==> src/hw/letc_core_pkg.sv <==
package letc_core_pkg;

    // Pipeline depth, F1 through W
    localparam int NUM_STAGES = 7;

    // Stage positions in every per-stage vector
    // Bit 0 is the front of the pipe
    typedef enum logic [2:0] {
        F1 = 3'd0,
        F2 = 3'd1,
        D  = 3'd2,
        E  = 3'd3,
        M1 = 3'd4,
        M2 = 3'd5,
        W  = 3'd6
    } stage_e;

    // RV32 widths
    typedef logic [31:0] pc_t;
    typedef logic [31:0] word_t;
    typedef logic [4:0]  reg_idx_t;

    // What a later stage can hand back to an earlier one
    typedef struct packed {
        // Stage holds a real instruction, not a bubble
        logic     valid;
        // Instruction writes its destination register
        logic     rd_we;
        reg_idx_t rd_idx;
        // Low while a load is still waiting on memory
        logic     data_valid;
        word_t    data;
    } fwd_src_t;

    // One operand that a stage wants to read
    typedef struct packed {
        logic     needed;
        reg_idx_t rs_idx;
    } fwd_req_t;

    // Forwarding decision for one operand
    // With use_fwd low the stage keeps its register file value
    typedef struct packed {
        logic  use_fwd;
        word_t data;
    } fwd_resp_t;

endpackage : letc_core_pkg
==> src/hw/letc_core_adhesive.sv <==
`timescale 1ns/1ps

module letc_core_adhesive (
    input  logic clk,
    input  logic rst_n,

    // Per-stage pipeline control
    input  logic [letc_core_pkg::NUM_STAGES-1:0] stage_ready,
    output logic [letc_core_pkg::NUM_STAGES-1:0] stage_stall,
    output logic [letc_core_pkg::NUM_STAGES-1:0] stage_flush,

    // Branch resolution from M1
    input  logic                     branch_taken,
    input  letc_core_pkg::pc_t       branch_target,

    // PC redirect to F1
    output logic                     pc_load_en,
    output letc_core_pkg::pc_t       pc_load_val,

    // Operand requests
    input  letc_core_pkg::fwd_req_t  e_rs1_req,
    input  letc_core_pkg::fwd_req_t  e_rs2_req,
    input  letc_core_pkg::fwd_req_t  m1_rs2_req,
    input  letc_core_pkg::fwd_req_t  m2_rs2_req,

    // Results offered by later stages
    input  letc_core_pkg::fwd_src_t  m1_src,
    input  letc_core_pkg::fwd_src_t  m2_src,
    input  letc_core_pkg::fwd_src_t  w_src,

    // Forwarding decisions
    output letc_core_pkg::fwd_resp_t e_rs1_fwd,
    output letc_core_pkg::fwd_resp_t e_rs2_fwd,
    output letc_core_pkg::fwd_resp_t m1_rs2_fwd,
    output letc_core_pkg::fwd_resp_t m2_rs2_fwd
);

    import letc_core_pkg::*;

    // Load-use hazards from forwarding into the stall chain
    logic [NUM_STAGES-1:0] hazard;
    // Redirect kill for F1 through E
    logic                  flush_front;
    // M1 is never flushed, so its output stall bit is the raw one
    logic                  m1_stalled;

    assign m1_stalled = stage_stall[M1];

    letc_core_forward_select u_forward (
        .e_rs1_req  (e_rs1_req),
        .e_rs2_req  (e_rs2_req),
        .m1_rs2_req (m1_rs2_req),
        .m2_rs2_req (m2_rs2_req),
        .m1_src     (m1_src),
        .m2_src     (m2_src),
        .w_src      (w_src),
        .e_rs1_fwd  (e_rs1_fwd),
        .e_rs2_fwd  (e_rs2_fwd),
        .m1_rs2_fwd (m1_rs2_fwd),
        .m2_rs2_fwd (m2_rs2_fwd),
        .hazard     (hazard)
    );

    letc_core_bubble_wrap u_bubble (
        .clk         (clk),
        .rst_n       (rst_n),
        .stage_ready (stage_ready),
        .hazard      (hazard),
        .flush_front (flush_front),
        .stage_stall (stage_stall),
        .stage_flush (stage_flush)
    );

    letc_core_redirect u_redirect (
        .clk           (clk),
        .rst_n         (rst_n),
        .branch_taken  (branch_taken),
        .branch_target (branch_target),
        .m1_stalled    (m1_stalled),
        .pc_load_en    (pc_load_en),
        .pc_load_val   (pc_load_val),
        .flush_front   (flush_front)
    );

endmodule : letc_core_adhesive

==> src/hw/letc_core_redirect.sv <==
`timescale 1ns/1ps

module letc_core_redirect (
    input  logic               clk,
    input  logic               rst_n,

    // Branch outcome from M1
    input  logic               branch_taken,
    input  letc_core_pkg::pc_t branch_target,
    // M1 holds its instruction this cycle
    input  logic               m1_stalled,

    output logic               pc_load_en,
    output letc_core_pkg::pc_t pc_load_val,
    output logic               flush_front
);

    // Redirect for the branch now in M1 already went out
    logic fired_q;
    logic fire;

    // Only the first cycle of a taken branch redirects
    assign fire = branch_taken && !fired_q;

    assign pc_load_en  = fire;
    assign flush_front = fire;

    // Target is only looked at when pc_load_en is high
    assign pc_load_val = branch_target;

    // Remember the redirect while the same branch sits in M1
    // Once M1 moves on the next instruction gets a fresh chance
    always_ff @(posedge clk or negedge rst_n) begin
        if (!rst_n) begin
            fired_q <= 1'b0;
        end else if (!m1_stalled) begin
            fired_q <= 1'b0;
        end else if (fire) begin
            fired_q <= 1'b1;
        end
    end

    // A branch stuck in M1 redirects once, not every cycle it waits
    single_redirect_when_stalled: assert property (
        @(posedge clk) disable iff (!rst_n)
        (pc_load_en && m1_stalled) |=> !pc_load_en
    );

endmodule : letc_core_redirect

==> src/hw/letc_core_bubble_wrap.sv <==
`timescale 1ns/1ps

module letc_core_bubble_wrap (
    input  logic clk,
    input  logic rst_n,

    input  logic [letc_core_pkg::NUM_STAGES-1:0] stage_ready,
    input  logic [letc_core_pkg::NUM_STAGES-1:0] hazard,
    input  logic                                 flush_front,

    output logic [letc_core_pkg::NUM_STAGES-1:0] stage_stall,
    output logic [letc_core_pkg::NUM_STAGES-1:0] stage_flush
);

    import letc_core_pkg::*;

    // Stage wants to hold this cycle
    logic [NUM_STAGES-1:0] hold;
    // Stall before the flush override
    logic [NUM_STAGES-1:0] stall_raw;

    always_comb begin
        hold = ~stage_ready | hazard;

        // A hold anywhere backs up every stage in front of it
        stall_raw[W] = hold[W];
        for (int i = W - 1; i >= 0; i--) begin
            stall_raw[i] = hold[i] | stall_raw[i+1];
        end
    end

    always_comb begin
        // Branch resolves in M1, so everything younger is wrong path
        stage_flush = '0;
        for (int i = F1; i <= E; i++) begin
            stage_flush[i] = flush_front;
        end

        // Killed instructions are not worth holding
        stage_stall = stall_raw & ~stage_flush;
    end

    // Stall has to propagate backward
    // A stalled stage means the one in front is stalled too, or being flushed
    stall_monotone: assert property (
        @(posedge clk) disable iff (!rst_n)
        (stage_stall[NUM_STAGES-1:1]
            & ~(stage_stall[NUM_STAGES-2:0] | stage_flush[NUM_STAGES-2:0])) == '0
    );

endmodule : letc_core_bubble_wrap

==> src/hw/letc_core_forward_select.sv <==
`timescale 1ns/1ps

module letc_core_forward_select (
    input  letc_core_pkg::fwd_req_t  e_rs1_req,
    input  letc_core_pkg::fwd_req_t  e_rs2_req,
    input  letc_core_pkg::fwd_req_t  m1_rs2_req,
    input  letc_core_pkg::fwd_req_t  m2_rs2_req,

    input  letc_core_pkg::fwd_src_t  m1_src,
    input  letc_core_pkg::fwd_src_t  m2_src,
    input  letc_core_pkg::fwd_src_t  w_src,

    output letc_core_pkg::fwd_resp_t e_rs1_fwd,
    output letc_core_pkg::fwd_resp_t e_rs2_fwd,
    output letc_core_pkg::fwd_resp_t m1_rs2_fwd,
    output letc_core_pkg::fwd_resp_t m2_rs2_fwd,

    output logic [letc_core_pkg::NUM_STAGES-1:0] hazard
);

    import letc_core_pkg::*;

    // Eligible sources per forwardee
    // Bit 0 is M1, bit 1 is M2, bit 2 is W
    localparam logic [2:0] ELIG_E  = 3'b111;
    localparam logic [2:0] ELIG_M1 = 3'b110;
    localparam logic [2:0] ELIG_M2 = 3'b100;

    logic e_rs1_haz;
    logic e_rs2_haz;
    logic m1_rs2_haz;
    logic m2_rs2_haz;

    // x0 is hardwired, never forward it
    function automatic logic src_match(input fwd_req_t req, input fwd_src_t src);
        return req.needed && (req.rs_idx != '0) && src.valid && src.rd_we
            && (src.rd_idx == req.rs_idx);
    endfunction

    // Nearest eligible match wins
    // A winner without data means a load in flight, so stall instead
    function automatic void resolve(
        input  fwd_req_t  req,
        input  fwd_src_t  near_src,
        input  fwd_src_t  mid_src,
        input  fwd_src_t  far_src,
        input  logic [2:0] eligible,
        output fwd_resp_t resp,
        output logic      stall
    );
        fwd_src_t src [3];
        logic     found;
        src[0] = near_src;
        src[1] = mid_src;
        src[2] = far_src;
        found  = 1'b0;
        resp   = '0;
        stall  = 1'b0;
        for (int i = 0; i < 3; i++) begin
            if (!found && eligible[i] && src_match(req, src[i])) begin
                found = 1'b1;
                if (src[i].data_valid) begin
                    resp.use_fwd = 1'b1;
                    resp.data    = src[i].data;
                end else begin
                    stall = 1'b1;
                end
            end
        end
    endfunction

    always_comb begin
        resolve(e_rs1_req,  m1_src, m2_src, w_src, ELIG_E,  e_rs1_fwd,  e_rs1_haz);
        resolve(e_rs2_req,  m1_src, m2_src, w_src, ELIG_E,  e_rs2_fwd,  e_rs2_haz);
        resolve(m1_rs2_req, m1_src, m2_src, w_src, ELIG_M1, m1_rs2_fwd, m1_rs2_haz);
        resolve(m2_rs2_req, m1_src, m2_src, w_src, ELIG_M2, m2_rs2_fwd, m2_rs2_haz);

        // Hazards land on the stage that reads the operand
        // Front end and W never wait on a forwarded value
        hazard     = '0;
        hazard[E]  = e_rs1_haz | e_rs2_haz;
        hazard[M1] = m1_rs2_haz;
        hazard[M2] = m2_rs2_haz;
    end

endmodule : letc_core_forward_select

==> config.mk <==
export PLATFORM = sky130hd
export DESIGN_NAME = letc_core_adhesive
export DESIGN_NICKNAME = d
export VERILOG_FILES = /design/src/hw/letc_core_pkg.sv /design/src/hw/letc_core_adhesive.sv /design/src/hw/letc_core_redirect.sv /design/src/hw/letc_core_bubble_wrap.sv /design/src/hw/letc_core_forward_select.sv
export SDC_FILE = /design/constraint.sdc
export NUM_CORES = 1
export LEC_CHECK = 0
export ABC_AREA = 0
export CORE_AREA = 3 3 140 142
export DETAILED_ROUTE_END_ITERATION = 6
export DIE_AREA = 0 0 143 145
export DONT_BUFFER_PORTS = 1
export GPL_TIMING_DRIVEN = 0
export PLACE_DENSITY = 0.36
export SYNTH_ARGS = -nofsm -noshare
export SYNTH_HDL_FRONTEND = slang
export SYNTH_SLANG_ARGS = --single-unit
==> constraint.sdc <==
create_clock -name clk -period 2.28 [get_ports clk]
set_input_delay 0.456 -clock clk [delete_from_list [all_inputs] [get_ports clk]]
set_output_delay 0.456 -clock clk [all_outputs]
set_load 0.05 [all_outputs]
# Yosys cells after proc, flatten, opt, wreduce, memory -nomap -nowiden

Index checks and enable logic that the tools add are counted.

Flip-flop bits (word level): 1
Bits of input ports: 186
Output and inout port bits: 179
Logic and storage cells: 110

Equal/unequal tests: 10
Multiplexer cells: 41
Bitwise logic cells: 11
Reduce and logical (&&, ||, !) cells: 47

Operators with widths:

| operator                                                        | count |
|---|---|
| 33-bit 2-to-1 mux                                               | 17 |
| 5-bit == test                                                   | 9 |
| 1-bit logical AND                                               | 37 |
| 1-bit 2-to-1 mux                                                | 24 |
| 5-bit nonzero test                                              | 4 |
| 7-bit bitwise AND                                               | 1 |
| 4-bit inverter with 7-bit output                                | 1 |
| 7-bit inverter                                                  | 1 |
| 1-bit OR                                                        | 7 |
| 7-bit by 6-bit OR with 7-bit output                             | 1 |
| 1-bit logical NOT                                               | 6 |
| 2-bit by 1-bit != test with 1-bit output, second input constant | 1 |

# Depth between registers and ports, before layout

Gate-level depths: netlist of run 1.

Depth in word-level cells: 22
Gate-level depth with buffers: 8
Depth with buffers taken out: 6

# Modules after synthesis

From an unflattened synthesis of run 1, not the netlist that was laid out.

Cell total of the unflattened synthesis: 422
Area, all modules: 3024.2 µm²

By module, submodules not included:

| module                   | times used | cells an instance | area each (µm²) | sequential area each (µm²) |
|---|---|---|---|---|
| letc_core_forward_select | 1          | 366               | 2565.0          | 0.0 |
| letc_core_redirect       | 1          | 36                | 286.5           | 25.0 |
| letc_core_bubble_wrap    | 1          | 20                | 172.7           | 0.0 |

# Least setup slack after synthesis of run 1

No wires, ideal clock.

Path kind: input-to-output
Start point: input port m1_rs2_req[0] (netlist bit)
End point: output port stage_stall[2] (netlist bit)
Arrival: 2.465 ns
Data required time: 1.824 ns
Path slack: -0.641 ns
Stages on the path: 6
Buffers on the path: 0
Path through: or4_1 -> o21ai_1 -> nor4_2 -> o21ai_1 -> a21oi_1 -> a41oi_1

Cells in the longest elaborated chain, start to end: 14
Elaborated cells between the ends (all ways): 21
Classes of those cells: 2 x eq/ne; 4 x mux; 5 x bitwise; 10 x reduce/logical

RTL lines:

| what                                  | RTL line                       | text |
|---|---|---|
| start, declared                       | letc_core_adhesive.sv:23       | `input letc_core_pkg::fwd_req_t m1_rs2_req,` |
| 5-bit nonzero test                    | -                              |  |
| 1-bit logical AND                     | -                              |  |
| 1-bit logical AND (2 in a row)        | letc_core_forward_select.sv:36 | `return req.needed && (req.rs_idx != '0) && src.valid && src.rd_we` |
| 1-bit logical AND                     | letc_core_forward_select.sv:37 | `&& (src.rd_idx == req.rs_idx);` |
| 1-bit 2-to-1 mux                      | letc_core_forward_select.sv:60 | `if (!found && eligible[i] && src_match(req, src[i])) begin` |
| 1-bit logical NOT                     | letc_core_forward_select.sv:60 |  |
| 1-bit logical AND                     | letc_core_forward_select.sv:60 |  |
| 1-bit 2-to-1 mux *                    | letc_core_forward_select.sv:60 |  |
| 7-bit by 6-bit OR with 7-bit output * | letc_core_bubble_wrap.sv:23    | `hold = ~stage_ready \| hazard;` |
| 1-bit OR * (3 in a row)               | letc_core_bubble_wrap.sv:28    | `stall_raw[i] = hold[i] \| stall_raw[i+1];` |
| 7-bit bitwise AND *                   | letc_core_bubble_wrap.sv:40    | `stage_stall = stall_raw & ~stage_flush;` |
| end, declared                         | letc_core_adhesive.sv:9        | `output logic [letc_core_pkg::NUM_STAGES-1:0] stage_stall,` |

Mark *: on every way between the ends. The rest lies on a longest branch, timed or not.

==> results of run 1 <==
final cells by class:
cell class	instances	area, sq um	area share [%]
Tap cell	234	293	5.72
Sequential cell	1	25.0	0.489
Inverter	19	71.3	1.39
Multi-Input combinational cell	342	3370	65.9
Buffer	66	727	14.2
Timing Repair Buffer	46	629	12.3
report_power, final:
part | leakage [nW] | total [mW] | switching [mW] | internal, mW
registers | 0.0101 | 0.0205 | 0.000963 | 0.0195
logic | 2.07 | 0.449 | 0.295 | 0.154
clock network | 0 | 0 | 0 | 0
total | 2.08 | 0.470 | 0.296 | 0.174
metrics by stage:
step                instances  area [sq um]  utilization (%)  hold slack, ps
finish                    708          5110             27.5             160
global route              708          5110             27.5             160
CTS                       696          4910             26.4             160
detailed placement        666          3460             18.6             160
global placement          666          3460             18.6             160
floorplan                 432          3170                -             160
kinds of logic (layout without fill, tap and decap cells):
group                     Yosys count  in the layout  share of synthesized area (%)
and+or+nand+nor                   176            176                           30.4
DFF                                 1              1                          0.913
AOI/OAI and AO/OA                 119            119                           35.4
xor gates and xnor gates           44             44                           14.1
other                               1              3                          0.137
buffers and inverters              89            131                           19.1
metal layers:
metal  share of wire, %  vias up  routed length, um  global-route usage (%)
met5                  0        -                  0                       0
met4               0.78        0                149                    1.28
met3                7.9       11               1500                    3.72
met2                 52      249               9940                    31.4
met1                 39     1842               7450                    18.4
li1                   -     1614                  -                       -
cells in the final DEF (no fill, tap or decap), types with 10 or more instances in the layout:
master / count
and2_4: 32
a22oi_1: 11
a22oi_2: 38
nand2_1: 51
xor2_1: 17
nand2_4: 37
buf_4: 48
nand2_2: 10
buf_6: 31
buf_12: 10
a222oi_1: 15
xnor2_1: 23
a22o_4: 31
inv_2: 15
repair_timing:
| item | CTS | global route |
|---|---|---|
| endpoints found under the setup margin | 138 | 134 |
| gates resized for setup | 256 | 34 |
| buffers inserted | 24 | 13 |
| gates cloned | 8 | 5 |
| pin swaps | 119 | 63 |
worst register-to-register path, stage by stage, from the launching register on:
cell and delay, ps:
dfrtp_1 360, nor2_1 90, nor2_1 40
worst max-delay path by stage:
| stage | startpoint | to | slack, ps | cells past startpoint |
|---|---|---|---|---|
| finish | e_rs2_req[0] | e_rs2_fwd[5] | -430 | 7 |
| detailed placement | m2_src[37] | e_rs2_fwd[26] | -1090 | 7 |
| global placement | m2_src[33] | e_rs2_fwd[30] | -1070 | 7 |
| global route | w_src[35] | e_rs2_fwd[29] | -490 | 7 |
| CTS | e_rs2_req[0] | e_rs2_fwd[5] | -450 | 7 |
| floorplan | e_rs2_req[0] | e_rs2_fwd[22] | -280 | 7 |
==> impl_results.md, run 1 <==
* Outcome: finished, violations left
* Failing checks: negative setup slack
* I/O pins at 365
* WS Path Type: input pin to output pin
* Per-cell routed wire length at 26.9 um
* Crit path max fanout at 5
* Largest Register: u_redirect.fired_q
* Initial antenna violation count at 0
* Gate count after technology mapping at 430
* CORE AREA at 18,600 sq um
* Fraction of layout cells with a size suffix above 1 at 67.3%
* Most used DFF post-synth: dfrtp_1
* Vias at 3,716
* Pwr Total at 0.470 mW
* Total grt overflow at 0
* Hold-fix buffers, CTS at 0
* Final wirelength at 19.0 mm
* CP max stage delay at 510 ps
* Synth area leaders: a22oi_1 13%, nand2_1 13%, buf_4 11%
* Synth warnings at 0
* Max_cap viols at 0
* Final worst path period share at 119%
* R2r worst-path depth at 2
* Final Max Slew Viols at 0
* Pin count of the biggest net entering global routing at 11
* Share of the synthesized area in the top cell type at 13.4%
* Synth Cell Area at 2740 sq um
* CP delay by family, top: compound AO/OA/AOI/OAI gates
* Leak Pwr at 2.08 nW
* EDFF count, synth at 0
* Via density at 5.25
* Regs by FF count: u_redirect.fired_q: 1 flops
* Max Clk Rate at 370 MHz
* Hpwl dp at 13.6 mm
* Max reg flops at 1
* Initial core utilization at 14.8%
* Relative slew slack at 25.0%
* Final number of setup-violating endpoints at 115
* Final #Nets at 662
* Buf/Inv on CP at 2
* Drt drc at 0
* Die Ht at 145 um
* Diode count at 0
* Commonest cells post-synth: 98 x nand2_1, 49 x a22oi_1, 40 x buf_4
* R2R Setup Slk at 1650 ps
* Skew-Pair Late Insertion Delay at 0 ps
* Average cell area after synthesis at 6.38 sq um
* HP Class: input pin to asynchronous set/reset pin
* Final hold vios at 0
* Distinct cell type count after synthesis at 40
* Skew final at 0 ps
* Count leader, synth: nand2_1
* Min cycle time layout at 2710 ps
* Clock transition at the registers of the reported paths at 0 ps
* Chip width at 143 um
* Total Routing Usage GR at 16.2%
* Worst r2r src: u_redirect.fired_q$_DFFE_PN0P_
* CP cell instances: or4_4 -> o21a_4 -> o21ai_4 -> nor3_4 -> buf_6 -> a222oi_1 -> inv_2
* Async S/R FF share, synth at 100%
* Setup WS pre-CTS at -1090 ps
* Worst path required time at 1820 ps
* Synth Register Bits at 1
* Least-Margin Pin Slew at 1120 ps
* Routability Congestion at 0.783
* Initial DRC Count at 212
* Sequential fraction of the synthesis area at 0.913%
* R2r endpoint: u_redirect.fired_q$_DFFE_PN0P_
* Port bufs at 0
* CP Launch Type: input pin
* Critical path capture point type: output pin
* P per Cell Area at 91.8 nW/um^2
* Area delta synth->final at 86.6%
* Final Worst Setup Slack at -425 ps
* Global-route wire length before repair at 26.2 mm
* Number of global-route vias before repair at 4,058
* Die Area at 20,700 sq um
* RSZ-0062 raised after global routing: yes
* Dominant cell type by area after synthesis: a22oi_1
* Drt first pass iters at 6
* Arrival time at the worst endpoint at 2250 ps
* Routed Antenna Nets at 0
* Peak supply drop at 113 uV
* FILL cells at 1,982
* Setup TNS at -35,550 ps
* Slowest cell on crit path: or4_4
* Std cell rows at 50
(Power assumes the default switching activity.)
==> inputs of run 2 (changes only) <==
--- a/config.mk
+++ b/config.mk
@@ -11,7 +11,7 @@
 export DIE_AREA = 0 0 143 145
 export DONT_BUFFER_PORTS = 1
 export GPL_TIMING_DRIVEN = 0
-export PLACE_DENSITY = 0.36
+export PLACE_DENSITY = 0.39
 export SYNTH_ARGS = -nofsm -noshare
 export SYNTH_HDL_FRONTEND = slang
 export SYNTH_SLANG_ARGS = --single-unit
==> impl_results.md, run 2 (synthesis results as in run 1) <==
* Outcome: finished, violations left
* Failing checks: negative setup slack
* Routed Antenna Nets at 0 (unchanged)
* WS Path Type: input pin to output pin
* Min cycle time layout at 2720 ps (+16.8 ps)
* I/O pins at 365 (unchanged)
* Largest Register: u_redirect.fired_q
* Final hold vios at 0 (unchanged)
* Final Max Slew Viols at 0 (unchanged)
* Die Ht at 145 um (unchanged)
* Pwr Total at 0.477 mW (+1.6%)
* Pin count of the biggest net entering global routing at 11 (unchanged)
* Diode count at 0 (unchanged)
* Total Routing Usage GR at 15.2% (-1.0 points)
* Worst r2r src: u_redirect.fired_q$_DFFE_PN0P_
* Final wirelength at 17.8 mm (-6.3%)
* Number of global-route vias before repair at 3,879 (-4.4%)
* GR Util met2 at 28.9% (-2.5 points)
* Via density at 5.26 (+0.12%)
* P per Cell Area at 95.8 nW/um^2 (+4.3%)
* Final #Nets at 652 (-1.5%)
* Skew-Pair Late Insertion Delay at 0 ps (unchanged)
* CP Launch Type: input pin
* Regs by FF count: u_redirect.fired_q: 1 flops
* Per-cell routed wire length at 25.6 um (-4.9%)
* Routability Congestion at 0.810 (+3.5%)
* Chip width at 143 um (unchanged)
* Commonest cells after routing, fill and taps aside: 51 x nand2_1, 51 x buf_4, 37 x nand2_4
* Initial core utilization at 14.8% (unchanged)
* Crit path max fanout at 7 (+2)
* Port bufs at 0 (unchanged)
* Setup TNS at -33,310 ps (+2250 ps)
* Final worst path period share at 119% (+0.74 points)
* Global-route wire length before repair at 24.8 mm (-5.5%)
* Vias at 3,668 (-1.3%)
* Slowest cell on crit path: or4_4
* Worst hold slack at 160 ps (-0.0330 ps)
* Area delta synth->final at 81.7%
* Grt met3 use at 3.59% (-0.13 points)
* Final number of setup-violating endpoints at 134 (+17%)
* Initial DRC Count at 212 (unchanged)
* CP cell instances: or4_4 -> o21a_4 -> and3_4 -> buf_8 -> a222oi_1 -> inv_2
* Peak supply drop at 85.9 uV (-24%)
* Total grt overflow at 0 (unchanged)
* Leak Pwr at 2.01 nW (-3.5%)
* CP Launch Point: e_rs2_req[0]
* FILL cells at 1,974 (-0.40%)
* Least-Margin Pin Slew at 1110 ps (-9.11 ps)
* Met1 usage at 17.5% (-0.92 points)
* CORE AREA at 18,600 sq um (unchanged)
* Max reg flops at 1 (unchanged)
* R2r endpoint: u_redirect.fired_q$_DFFE_PN0P_
* Max Clk Rate at 367 MHz (-0.62%)
* Initial antenna violation count at 0 (unchanged)
* Relative slew slack at 25.6% (+0.61 points)
* Drt first pass iters at 6 (unchanged)
* Hpwl dp at 13.7 mm (+0.59%)
* Drt drc at 0 (unchanged)
* R2R Setup Slk at 1650 ps (about the same)
* Max_cap viols at 0 (unchanged)
* CP max stage delay at 510 ps (about the same)
* Arrival time at the worst endpoint at 2270 ps (+20 ps)
* Crit path to: e_rs2_fwd[5]
* GR peak layer: met2
* Final Worst Setup Slack at -442 ps (-16.8 ps)
* Clock transition at the registers of the reported paths at 0 ps (unchanged)
* RSZ-0062 raised after global routing: yes
* HP Class: input pin to asynchronous set/reset pin
* Worst path required time at 1820 ps (about the same)
* Skew final at 0 ps (unchanged)
* Fraction of layout cells with a size suffix above 1 at 67.5% (+0.16 points)
* Critical path capture point type: output pin
* Std cell rows at 50 (unchanged)
* R2r worst-path depth at 2 (unchanged)
* Die Area at 20,700 sq um (unchanged)
-- run 2: cell types whose count changed in the layout (fill, tap and decap cells not counted), sizes merged --
| cell | previous run | this run |
|---|---|---|
| buf | 100 | 89 |
| clkbuf | 12 | 13 |
-- run 2: final cells by class --
type | instances | area, sq um | share of cell area (%)
multi-input cells | 342 | 3430 | 68.8
well taps | 234 | 293 | 5.88
plain buffers | 67 | 676 | 13.6
inverters | 19 | 71.3 | 1.43
repair buffers | 35 | 488 | 9.80
flip-flops and latches | 1 | 25.0 | 0.502
-- run 2: per-stage QoR --
step                      utilization [%]  worst slack, ps  instances  instance area [sq um]
after floorplan                         -             -276        432                   3170
after global placement               18.6             -973        666                   3460
after detailed placement             18.6            -1030        666                   3460
after CTS                            25.8             -441        695                   4790
after global routing                 26.8             -455        698                   4980
final                                26.8             -442        698                   4980
-- run 2: what timing repair did --
item / 4_1_cts / 5_1_grt
hold endpoints to repair: 0 / 0
setup buffers: 23 / 5
pin swaps: 142 / 75
hold buffers: 0 / 0
resized for setup: 236 / 40
gates cloned: 8 / 1
endpoints found under the setup margin: 138 / 137
-- run 2: where the power goes --
group          switching (mW)  internal, mW
Clock                       0             0
Combinational           0.301         0.156
Sequential           0.000980        0.0195
Total                   0.302         0.175
-- run 2: worst min path at each step --
stage,startpoint,to,slack [ps],cells after the start
CTS,rst_n,u_redirect.fired_q$_DFFE_PN0P_,160,0
detailed placement,rst_n,u_redirect.fired_q$_DFFE_PN0P_,160,0
global route,rst_n,u_redirect.fired_q$_DFFE_PN0P_,160,0
finish,rst_n,u_redirect.fired_q$_DFFE_PN0P_,160,0
global placement,rst_n,u_redirect.fired_q$_DFFE_PN0P_,160,0
floorplan,rst_n,u_redirect.fired_q$_DFFE_PN0P_,160,0
-- run 2: critical path: cells and delay by family --
kind	cells	cell delay, ps
AOI/OAI and AO/OA	2	710
buffers and inverters	2	370
and+or+nand+nor	2	710
-- run 2: per-layer routing --
layer	vias up	routed length, um
met5	-	0
met3	16	1800
met2	268	9440
li1	1597	-
met1	1787	6410
met4	0	197
